$ cat src/sdrc_settings.svh
`ifndef SDRC_SETTINGS_SVH
`define SDRC_SETTINGS_SVH

// ------------------------------------------------
// Bus widths
// ------------------------------------------------

// Wishbone and SDRAM data word
`define SDRC_DW 32

// Application word address
`define SDRC_APP_AW 26

// One enable per byte lane
`define SDRC_BE_W (`SDRC_DW / 8)

// ------------------------------------------------
// Queue depths
// ------------------------------------------------

// Address plus direction entries
`define SDRC_CMD_DEPTH 4
// Data plus byte enable beats
`define SDRC_WR_DEPTH 8
// Returned read words
`define SDRC_RD_DEPTH 4

`endif

$ cat src/sdrc_pkg.sv
package sdrc_pkg;

  `include "sdrc_settings.svh"

  // ------------------------------------------------
  // Vector types
  // ------------------------------------------------

  // Application word address
  typedef logic [`SDRC_APP_AW-1:0] app_addr_t;

  // Data word, shared by Wishbone and SDRAM sides
  typedef logic [`SDRC_DW-1:0] wb_data_t;

  // Byte lanes
  // Active high on Wishbone, active low towards the SDRAM controller
  typedef logic [`SDRC_BE_W-1:0] byte_en_t;

  // Queued command
  // Top bit is the read flag, same sense as sdr_req_wr_n
  // Lower bits carry the word address
  typedef logic [`SDRC_APP_AW:0] sdr_cmd_t;

  // Queued write beat
  // Active-low byte enables sit above the data word
  typedef logic [`SDRC_BE_W+`SDRC_DW-1:0] wr_beat_t;

  // ------------------------------------------------
  // Read tracker states
  // ------------------------------------------------
  typedef enum logic {
    RD_IDLE    = 1'b0,
    RD_PENDING = 1'b1
  } rd_state_e;

endpackage

$ cat src/sdrc_fifo.sv
`timescale 1ns/1ps

module sdrc_fifo #(
  parameter int WIDTH = 8,
  parameter int DEPTH = 4
) (
  input  logic             sdram_clk,
  input  logic             wb_clk_i,
  input  logic             push_i,
  input  logic [WIDTH-1:0] push_data_i,
  input  logic             pop_i,
  output logic [WIDTH-1:0] pop_data_o,
  output logic             full_o,
  output logic             empty_o
);

  // ------------------------------------------------
  // Sizing
  // ------------------------------------------------

  // Pointer needs at least one bit, even for a single entry
  localparam int PTR_W = (DEPTH > 1) ? $clog2(DEPTH) : 1;
  // Count spans 0 to DEPTH inclusive
  localparam int CNT_W = $clog2(DEPTH + 1);

  // Wrap point of both pointers
  localparam logic [PTR_W-1:0] LAST_PTR = PTR_W'(DEPTH - 1);
  // Occupancy at which the queue is full
  localparam logic [CNT_W-1:0] FULL_CNT = CNT_W'(DEPTH);

  // Storage, written at the tail, read at the head
  logic [WIDTH-1:0] mem_q [DEPTH];

  logic [PTR_W-1:0] wr_ptr_q;
  logic [PTR_W-1:0] rd_ptr_q;
  logic [CNT_W-1:0] count_q;
  logic [CNT_W-1:0] count_d;
  logic             full_q;
  logic             empty_q;

  // Circular increment, also correct for depths that are not a power of two
  function automatic logic [PTR_W-1:0] ptr_inc(input logic [PTR_W-1:0] ptr);
    logic [PTR_W-1:0] nxt;
    if (ptr == LAST_PTR) begin
      nxt = '0;
    end else begin
      nxt = ptr + 1'b1;
    end
    return nxt;
  endfunction

  // ------------------------------------------------
  // Occupancy
  // ------------------------------------------------

  // Push and pop together leave the count alone
  always_comb begin
    count_d = count_q;
    if (push_i && !pop_i) begin
      count_d = count_q + 1'b1;
    end else if (pop_i && !push_i) begin
      count_d = count_q - 1'b1;
    end
  end

  // Pointers, count and flags
  always_ff @(posedge sdram_clk or posedge wb_clk_i) begin
    if (wb_clk_i) begin
      wr_ptr_q <= '0;
      rd_ptr_q <= '0;
      count_q  <= '0;
      full_q   <= 1'b0;
      empty_q  <= 1'b1;
    end else begin
      if (push_i) begin
        wr_ptr_q <= ptr_inc(wr_ptr_q);
      end
      if (pop_i) begin
        rd_ptr_q <= ptr_inc(rd_ptr_q);
      end
      count_q <= count_d;
      // Flags registered from the next count
      full_q  <= (count_d == FULL_CNT);
      empty_q <= (count_d == '0);
    end
  end

  // ------------------------------------------------
  // Storage
  // ------------------------------------------------

  // Tail write on every push
  always_ff @(posedge sdram_clk) begin
    if (push_i) begin
      mem_q[wr_ptr_q] <= push_data_i;
    end
  end

  // Show-ahead head, valid whenever not empty
  assign pop_data_o = mem_q[rd_ptr_q];

  assign full_o  = full_q;
  assign empty_o = empty_q;

endmodule

$ cat src/wb_req_ctrl.sv
`timescale 1ns/1ps

module wb_req_ctrl (
  input  logic sdram_clk,
  input  logic wb_clk_i,
  // Wishbone request
  input  logic wb_stb_i,
  input  logic wb_cyc_i,
  input  logic wb_we_i,
  // Queue status
  input  logic cmd_full_i,
  input  logic wdata_full_i,
  input  logic rdata_empty_i,
  // Acknowledge and queue strobes
  output logic wb_ack_o,
  output logic cmd_push_o,
  output logic wdata_push_o,
  output logic rdata_pop_o
);

  import sdrc_pkg::*;

  // Decoded request phases
  logic      wb_req;
  logic      wr_req;
  logic      rd_req;

  // Write can go when both queues have room
  logic      wr_room;
  // Write accepted this cycle
  logic      wr_ack;
  // Read command queued this cycle
  logic      rd_cmd_push;
  // Read data handed back this cycle
  logic      rd_ack;

  rd_state_e rd_state_q;
  rd_state_e rd_state_d;

  // ------------------------------------------------
  // Request decode
  // ------------------------------------------------
  assign wb_req = wb_stb_i && wb_cyc_i;
  assign wr_req = wb_req && wb_we_i;
  assign rd_req = wb_req && !wb_we_i;

  // ------------------------------------------------
  // Write path
  // ------------------------------------------------

  // Command and data beat pushed together
  assign wr_room = !cmd_full_i && !wdata_full_i;
  assign wr_ack  = wr_req && wr_room;

  // ------------------------------------------------
  // Read path
  // ------------------------------------------------

  // Only one read command outstanding at a time
  assign rd_cmd_push = rd_req && !cmd_full_i && (rd_state_q == RD_IDLE);

  // Ack comes together with the returned word
  assign rd_ack = rd_req && !rdata_empty_i;

  // ------------------------------------------------
  // Outputs
  // ------------------------------------------------
  assign wb_ack_o     = wr_ack || rd_ack;
  assign cmd_push_o   = wr_ack || rd_cmd_push;
  assign wdata_push_o = wr_ack;
  assign rdata_pop_o  = rd_ack;

  // ------------------------------------------------
  // Pending-read tracker
  // ------------------------------------------------

  // Set on read command push, cleared on read ack
  always_comb begin
    rd_state_d = rd_state_q;
    case (rd_state_q)
      RD_IDLE: begin
        if (rd_cmd_push) begin
          rd_state_d = RD_PENDING;
        end
      end
      RD_PENDING: begin
        if (rd_ack) begin
          rd_state_d = RD_IDLE;
        end
      end
      default: rd_state_d = RD_IDLE;
    endcase
  end

  always_ff @(posedge sdram_clk or posedge wb_clk_i) begin
    if (wb_clk_i) begin
      rd_state_q <= RD_IDLE;
    end else begin
      rd_state_q <= rd_state_d;
    end
  end

endmodule

$ cat src/wb2sdrc.sv
`timescale 1ns/1ps

`include "sdrc_settings.svh"

module wb2sdrc (
  input  logic                sdram_clk,
  input  logic                wb_clk_i,
  // Wishbone slave
  input  logic                wb_stb_i,
  input  logic                wb_cyc_i,
  // 1 for write, 0 for read
  input  logic                wb_we_i,
  input  sdrc_pkg::app_addr_t wb_addr_i,
  input  sdrc_pkg::wb_data_t  wb_dat_i,
  // Active-high byte selects
  input  sdrc_pkg::byte_en_t  wb_sel_i,
  output logic                wb_ack_o,
  output sdrc_pkg::wb_data_t  wb_dat_o,
  // SDRAM controller request
  output logic                sdr_req_o,
  output sdrc_pkg::app_addr_t sdr_req_addr_o,
  // 0 for write, 1 for read
  output logic                sdr_req_wr_n_o,
  input  logic                sdr_req_ack_i,
  // SDRAM controller write data
  output sdrc_pkg::byte_en_t  sdr_wr_en_n_o,
  output sdrc_pkg::wb_data_t  sdr_wr_data_o,
  input  logic                sdr_wr_next_i,
  // SDRAM controller read data
  input  logic                sdr_rd_valid_i,
  input  sdrc_pkg::wb_data_t  sdr_rd_data_i
);

  import sdrc_pkg::*;

  // Queue status
  logic     cmd_full;
  logic     cmd_empty;
  logic     wdata_full;
  logic     rdata_empty;

  // Application side strobes
  logic     cmd_push;
  logic     wdata_push;
  logic     rdata_pop;

  // Packed queue entries and heads
  sdr_cmd_t cmd_entry;
  sdr_cmd_t cmd_head;
  wr_beat_t wbeat_entry;
  wr_beat_t wbeat_head;

  // ------------------------------------------------
  // Acknowledge and push/pop control
  // ------------------------------------------------
  wb_req_ctrl u_req_ctrl (
    .sdram_clk     (sdram_clk),
    .wb_clk_i      (wb_clk_i),
    .wb_stb_i      (wb_stb_i),
    .wb_cyc_i      (wb_cyc_i),
    .wb_we_i       (wb_we_i),
    .cmd_full_i    (cmd_full),
    .wdata_full_i  (wdata_full),
    .rdata_empty_i (rdata_empty),
    .wb_ack_o      (wb_ack_o),
    .cmd_push_o    (cmd_push),
    .wdata_push_o  (wdata_push),
    .rdata_pop_o   (rdata_pop)
  );

  // ------------------------------------------------
  // Command queue
  // ------------------------------------------------

  // Read flag above the word address
  assign cmd_entry = {!wb_we_i, wb_addr_i};

  sdrc_fifo #(
    .WIDTH ($bits(sdr_cmd_t)),
    .DEPTH (`SDRC_CMD_DEPTH)
  ) u_cmd_fifo (
    .sdram_clk   (sdram_clk),
    .wb_clk_i    (wb_clk_i),
    .push_i      (cmd_push),
    .push_data_i (cmd_entry),
    // Controller accept pops the head
    .pop_i       (sdr_req_ack_i),
    .pop_data_o  (cmd_head),
    .full_o      (cmd_full),
    .empty_o     (cmd_empty)
  );

  // Request held while anything is queued
  assign sdr_req_o      = !cmd_empty;
  assign sdr_req_wr_n_o = cmd_head[`SDRC_APP_AW];
  assign sdr_req_addr_o = cmd_head[`SDRC_APP_AW-1:0];

  // ------------------------------------------------
  // Write data queue
  // ------------------------------------------------

  // Byte selects flipped to the controller's active-low enables
  assign wbeat_entry = {~wb_sel_i, wb_dat_i};

  sdrc_fifo #(
    .WIDTH ($bits(wr_beat_t)),
    .DEPTH (`SDRC_WR_DEPTH)
  ) u_wdata_fifo (
    .sdram_clk   (sdram_clk),
    .wb_clk_i    (wb_clk_i),
    .push_i      (wdata_push),
    .push_data_i (wbeat_entry),
    // One beat per write-next pulse
    .pop_i       (sdr_wr_next_i),
    .pop_data_o  (wbeat_head),
    .full_o      (wdata_full),
    .empty_o     ()
  );

  assign sdr_wr_en_n_o = wbeat_head[`SDRC_DW +: `SDRC_BE_W];
  assign sdr_wr_data_o = wbeat_head[`SDRC_DW-1:0];

  // ------------------------------------------------
  // Read data queue
  // ------------------------------------------------

  // Filled on read-valid, drained on read ack
  sdrc_fifo #(
    .WIDTH ($bits(wb_data_t)),
    .DEPTH (`SDRC_RD_DEPTH)
  ) u_rdata_fifo (
    .sdram_clk   (sdram_clk),
    .wb_clk_i    (wb_clk_i),
    .push_i      (sdr_rd_valid_i),
    .push_data_i (sdr_rd_data_i),
    .pop_i       (rdata_pop),
    // Head goes straight to the Wishbone data bus
    .pop_data_o  (wb_dat_o),
    .full_o      (),
    .empty_o     (rdata_empty)
  );

endmodule

$ cat config.mk
export PLATFORM = sky130hd
export DESIGN_NAME = wb2sdrc
export DESIGN_NICKNAME = d
export VERILOG_FILES = /design/src/sdrc_pkg.sv /design/src/sdrc_fifo.sv /design/src/wb_req_ctrl.sv /design/src/wb2sdrc.sv
export VERILOG_INCLUDE_DIRS = /design/src
export SDC_FILE = /design/constraint.sdc
export NUM_CORES = 1
export LEC_CHECK = 0
export BUFFER_PORTS_ARGS = -buffer_cell sky130_fd_sc_hd__clkbuf_2
export CELL_PAD_IN_SITES_DETAIL_PLACEMENT = 0
export CELL_PAD_IN_SITES_GLOBAL_PLACEMENT = 2
export CORE_UTILIZATION = 48
export CTS_BUF_LIST = sky130_fd_sc_hd__clkbuf_8
export DETAILED_ROUTE_END_ITERATION = 16
export PLACE_DENSITY_LB_ADDON = 0.05
export SLEW_MARGIN = 20
export SYNTH_ARGS = -nofsm -noshare
export SYNTH_HDL_FRONTEND = slang
export SYNTH_SLANG_ARGS = --single-unit
$ cat constraint.sdc
create_clock -name sdram_clk -period 6.86 [get_ports sdram_clk]
set_input_delay 0.343 -clock sdram_clk [delete_from_list [all_inputs] [get_ports sdram_clk]]
set_output_delay 0.343 -clock sdram_clk [all_outputs]
set_load 0.03 [all_outputs]
Word-level counts from Yosys, hierarchy flattened
Memories as Yosys holds them, arrays and structs flattened.
Cells that the tools add are included.
- flip-flop bits (word level): 29
- RAM bits: 524
- bits of input ports: 102
- output and inout bits: 97
- word-level logic and storage cells: 89
- memories kept: 3
- memory list (memory ; depth ; bits a word ; read ports ; clocked after Yosys merged registers in ; write ports ; line ; source):
    u_wdata_fifo.mem_q ; 8 ; 36 ; 1 ; 0 ; 1 ; sdrc_fifo.sv:32 ; logic [WIDTH-1:0] mem_q [DEPTH];
    u_rdata_fifo.mem_q ; 4 ; 32 ; 1 ; 0 ; 1 ; sdrc_fifo.sv:32 ;
    u_cmd_fifo.mem_q ; 4 ; 27 ; 1 ; 0 ; 1 ; sdrc_fifo.sv:32 ;
- $add $sub $neg: 12
- equal/unequal tests: 8
- muxes and demuxes: 21
- bitwise gates (word level): 2
- reductions and logical operators: 29
- operator list (cell ; number):
    3-bit two-way mux ; 6
    1-bit logical AND ; 14
    3-bit by 1-bit adder with 3-bit output, second input constant ; 4
    1-bit logical NOT ; 11
    3-bit == test, second input constant ; 3
    2-bit by 1-bit adder with 2-bit output, second input constant ; 4
    2-bit == test, second input constant ; 4
    1-bit two-way mux ; 8
    2-bit two-way mux ; 4
    4-bit two-way mux ; 2
    3-bit logical NOT ; 2
    3-bit by 1-bit subtractor with 3-bit output, second input constant ; 2
    4-bit by 1-bit adder with 4-bit output, second input constant ; 1
    4-bit == test, second input constant ; 1
    4-bit inverter ; 1
    4-bit by 1-bit subtractor with 4-bit output, second input constant ; 1
    1-bit logical OR ; 2
    1-bit one-hot mux with 2 select lines ; 1
    1-bit inverter ; 1

Longest topological paths before layout
- word-level depth: 10
- gate-level depth with buffers: 6
- mapped depth without buffers: 6

By module
From an unflattened synthesis, not the netlist that was laid out.
- cell total of the unflattened synthesis: 925
- area total of the unflattened synthesis: 21526.9 um2
- by module, submodules not included (module ; instances ; cells each ; area each (um2) ; seq. area each (um2)):
    sdrc_fifo at u_wdata_fifo ; 1 ; 483 ; 11730.0 ; 8949.8
    sdrc_fifo at u_rdata_fifo ; 1 ; 225 ; 5190.0 ; 4070.2
    sdrc_fifo at u_cmd_fifo ; 1 ; 198 ; 4475.5 ; 3469.6
    wb_req_ctrl ; 1 ; 13 ; 108.9 ; 25.0
    wb2sdrc ; 1 ; 6 ; 22.5 ; 0.0

Worst setup path before layout
OpenSTA, ideal clock, no wires.
- kind: register -> register
- start point: register u_cmd_fifo.full_q, in the netlist u_cmd_fifo.full_o
- end point: memory u_wdata_fifo.mem_q[0][0] (netlist name) (enable)
- library setup time: 0.519 ns
- data arrival time: 4.543 ns
- required time: 6.341 ns
- slack: 1.798 ns
- stages on the path, launching flop included: 6
- buffers on the path: 2
- clock period less this slack: 5.062 ns
- path through: dfrtp_1 > and3b_1 > clkbuf_1 > nand2_1 > clkbuf_1 > nor4_1
- cells in the longest elaborated chain, start to end: 5
- RTL lines (element ; line ; source):
    start, declared ; sdrc_fifo.sv:38 ; logic full_q;
    start signal, assigned ; sdrc_fifo.sv:83 ; full_q <= (count_d == FULL_CNT);
    1-bit logical NOT ; wb_req_ctrl.sv:52 ; assign wr_room = !cmd_full_i && !wdata_full_i;
    1-bit logical AND ; wb_req_ctrl.sv:52 ;
    1-bit logical AND ; wb_req_ctrl.sv:53 ; assign wr_ack = wr_req && wr_room;
    1-bit two-way mux ; sdrc_fifo.sv:94 ; if (push_i) begin
    1-bit two-way mux (not written as such) ; sdrc_fifo.sv:95 ; mem_q[wr_ptr_q] <= push_data_i;
    end, declared ; sdrc_fifo.sv:32 ;
Every way passes these cells.

Worst setup path in the final report
- start point: register u_wdata_fifo.rd_ptr_q[0]
- end point: output sdr_wr_data_o[5]
- cells in the longest elaborated chain, start to end: 1
- RTL lines (element ; line ; source):
    start, declared ; sdrc_fifo.sv:35 ; logic [PTR_W-1:0] rd_ptr_q;
    start signal, assigned ; sdrc_fifo.sv:79 ; rd_ptr_q <= ptr_inc(rd_ptr_q);
    memory 8 x 36 bit ; n/a ;
    end, declared ; wb2sdrc.sv:27 ; output sdrc_pkg::wb_data_t sdr_wr_data_o,
Every way passes these cells.

==> summary by stage <==
STA
For the final database, setup skew stands at 0.0147 ns. The transition at the pin with the smallest max-transition slack is 1.08 ns. Setup repair after global routing left no endpoint under its margin. The final hold violation count was 0. The summed negative setup slack over all endpoints is 0 ns. For this run, the top clock speed supported by timing is 269 MHz.

The count of final max-slew check failures is 0. The final worst-path cycle share is 0.542. Setup violations remaining at the end of the flow were counted as 0. Measured against its own limit, the worst slew margin works out to 0.279.

The minimum hold slack is 0.0550 ns. The minimum clock period is 3.72 ns. After layout, the worst setup slack is 3.14 ns.

Yosys
By count the netlist is led by sky130_fd_sc_hd__edfxtp_1, sky130_fd_sc_hd__mux4_2, sky130_fd_sc_hd__mux2_2. The cell with the most instances after synthesis is sky130_fd_sc_hd__edfxtp_1. The distinct cell type count of the synthesized netlist is 43. The number of nets in the synthesized netlist is ~1.0k. The largest area contributor in the synthesized netlist is sky130_fd_sc_hd__edfxtp_1.

The mean instance size in the synthesized netlist is roughly 23 um^2. During synthesis, Yosys emitted a total of 0 warnings. The sequential area share after synthesis is 0.780.

The cell count after synthesis came out at 921. Sorting the synthesized cells by area gives the leading types as sky130_fd_sc_hd__edfxtp_1, sky130_fd_sc_hd__mux4_2, sky130_fd_sc_hd__dfrtp_1, sky130_fd_sc_hd__mux2_2, sky130_fd_sc_hd__ha_1. The most used flip-flop cell after synthesis is sky130_fd_sc_hd__edfxtp_1. The share of synthesized area in the top cell type comes to 0.745. In this run, synthesis produced a sequential element count of ~550. The async set-reset flop share out of synthesis is 0.0524. The mapped cell area is 0.0211 mm^2. The number of enable-type register cells in the synthesized netlist is 524.

Worst setup path
Of all nets on the critical path, the largest fanout is 47. The arrival time of data at the critical path endpoint is roughly 3.4 ns. The kind of start point of the critical path is a flop. The cell at the slowest stage of the critical path is sky130_fd_sc_hd__dfrtp_4. The critical path goes through buf_4 -> mux4_2 -> mux2_2 -> clkbuf_2. The sort of element at the end of the critical path is a primary output. At the worst endpoint, the required time is 6.52 ns.

The count of buffer and inverter cells on the critical path is 2. The largest stage delay on the critical path is about 1.1 ns. The kind of cell adding the most delay to the critical path is flip-flops. The type of the worst setup path is flop to primary output.

Route
The wire length per cell after detailed routing is ~21 um. In this run the remaining antenna-violating nets after routing total 0. The via density per instance is 5.25. The total number of vias is approximately 10k. The detailed router finished its first iteration with 586 violations. In the routed design, unresolved DRC markers number 0.

Before antenna repair, the detailed router went through 5 iterations. The final layout contains routed wiring with a total length of 41100 um.

Clock network
Counting every sink on the clock net gives about 550. The number of instances resized during post-cts repair is 0. The hold-fix buffer count after cts is just over 90. After clock tree synthesis, the clock-pin slew on the worst setup and hold paths is 0.06 ns. For the worst-skew pair, the clock arrives at the later sink with an insertion delay of 0.63 ns. The clock tree from TritonCTS is built. The master cell of the clock root buffer is sky130_fd_sc_hd__clkbuf_8. Once the clock tree was built, the setup fixing pass inserted 0 buffers. The H-tree level count is 3.

The number of CTS-inserted buffers is 89. The buffer depth of the longest clock path is 3.

Power
The reported leakage power is between 8 and 9 nW. Dividing total power by cell area gives a power density of 380 mW/mm^2. The maximum VDD drop is 0.216 mV.

Floorplan
The die outline width is 212 um. For this configuration, the core starts out at a cell density of 0.488. The die area is 0.0448 mm^2. The number of standard-cell rows in the floorplan is between 70 and 80. The core area is between 0.04 and 0.05 mm^2.

The top-level I/O count is roughly 200. The die is 212 um tall.

Global route
The largest net degree at the start of global routing is 75. The via count of the first global-routing pass is 10.9k. The global router's overall resource usage is 0.190. The initial antenna violation count is 0. The first-pass GRT wire length is 63000 um. Global routing finished with a remaining overflow of 0.

Cells and area
In the final design database the tool counted 1402 nets. Measured on the finished design, the core utilization comes to 0.586. In the final layout, the share of cells above drive strength 1 is 0.382. The signed area change from the synthesized netlist to the final layout is 20.1%. The finished layout holds 1928 standard cells, fillers aside. The antenna diode instance count is 0. The filler cells instantiated in the layout total 3269.

Placed design
The routability congestion estimate from global placement is 0.705. Summed over all nets, the half-perimeter wirelength after detailed placement is 22200 um. The cell total after placement is 1682. The worst slack at placement is roughly 3.7 ns. The count of input and output buffers is 198.

Flow run
Across the run, the number of max-cap violations was 0.

Outcome
The run finished with clean final reports.

Hold path
The worst hold path belongs to the class input pin to flop.
[cell type report]
class,count,area [um^2],area share
flip-flops and latches,553,16500,0.650
repair buffers,309,2050,0.0810
clock inverters,63,308,0.0121
multi-input cells,308,4450,0.176
well taps,585,732,0.0289
inverters,19,71.3,0.00281
clock buffers,91,1250,0.0494
[logic make-up after synthesis]
group | count (synthesis) | synth area share
buf+inv | 60 | 0.0117
compound gates | 22 | 0.00658
xor+xnor | 7 | 0.00290
fa+ha+maj | 22 | 0.0128
simple gates | 79 | 0.0203
mux | 178 | 0.166
flops | 553 | 0.780
[final timing paths]
kind,start,endpoint,slack (ns),depth (start not counted)
max reg2reg,u_cmd_fifo.full_o,u_wdata_fifo.mem_q[6][8],4.06,4
max in group asynchronous,wb_clk_i,u_cmd_fifo.rd_ptr_q[0],6.13,4
min in group asynchronous,wb_clk_i,u_wdata_fifo.rd_ptr_q[1],0.38,4
min,wb_we_i,u_req_ctrl.rd_state_q,0.05,2
max,u_wdata_fifo.rd_ptr_q[0],sdr_wr_data_o[5],3.14,4
min reg2reg,u_req_ctrl.rd_state_q,u_req_ctrl.rd_state_q,0.52,1
[cell usage in the layout (no fill, tap or decap), drive strengths merged, types with 11 or more instances in the layout]
cell / n
ha: 20
mux2: 41
mux4: 133
nor3: 11
nand2: 19
dfrtp: 27
buf: 19
clkinv: 25
inv: 52
dlygate4sd3: 92
clkbuf: 289
edfxtp: 524
[state kept, by name, summed over array words and instances, names as in the netlist]
register	cells
u_wdata_fifo.mem_q	288
u_wdata_fifo.wr_ptr_q	3
u_wdata_fifo.full_o	1
u_rdata_fifo.count_q	3
u_cmd_fifo.wr_ptr_q	2
u_rdata_fifo.wr_ptr_q	2
u_cmd_fifo.mem_q	108
u_cmd_fifo.rd_ptr_q	2
u_cmd_fifo.count_q	3
u_req_ctrl.rd_state_q	1
u_wdata_fifo.rd_ptr_q	3
u_cmd_fifo.empty_o	1
u_cmd_fifo.full_o	1
u_rdata_fifo.empty_o	1
u_rdata_fifo.mem_q	128
u_wdata_fifo.count_q	4
u_rdata_fifo.rd_ptr_q	2
[metrics by stage]
stage               power, mW  area (um^2)
floorplan                6.38        21100
global placement         7.20        22900
detailed placement       7.21        22900
CTS                      9.80        25300
global route             10.1        25300
finish                   9.63        25300
[per-layer routing]
layer  vias up  GRT usage  share of wire
met2       270      0.296           0.47
li1       4570          -              -
met4         0     0.0622          0.014
met3        39     0.0473          0.062
met5         -          0              0
met1      5241      0.264           0.45
[power breakdown]
| group | total, mW | switching [mW] | internal [mW] |
|---|---|---|---|
| Combinational | 2.84 | 1.69 | 1.15 |
| Sequential | 4.28 | 0.241 | 4.04 |
| Clock | 2.51 | 1.21 | 1.30 |
Note: power is estimated with default switching activity, not from simulation.
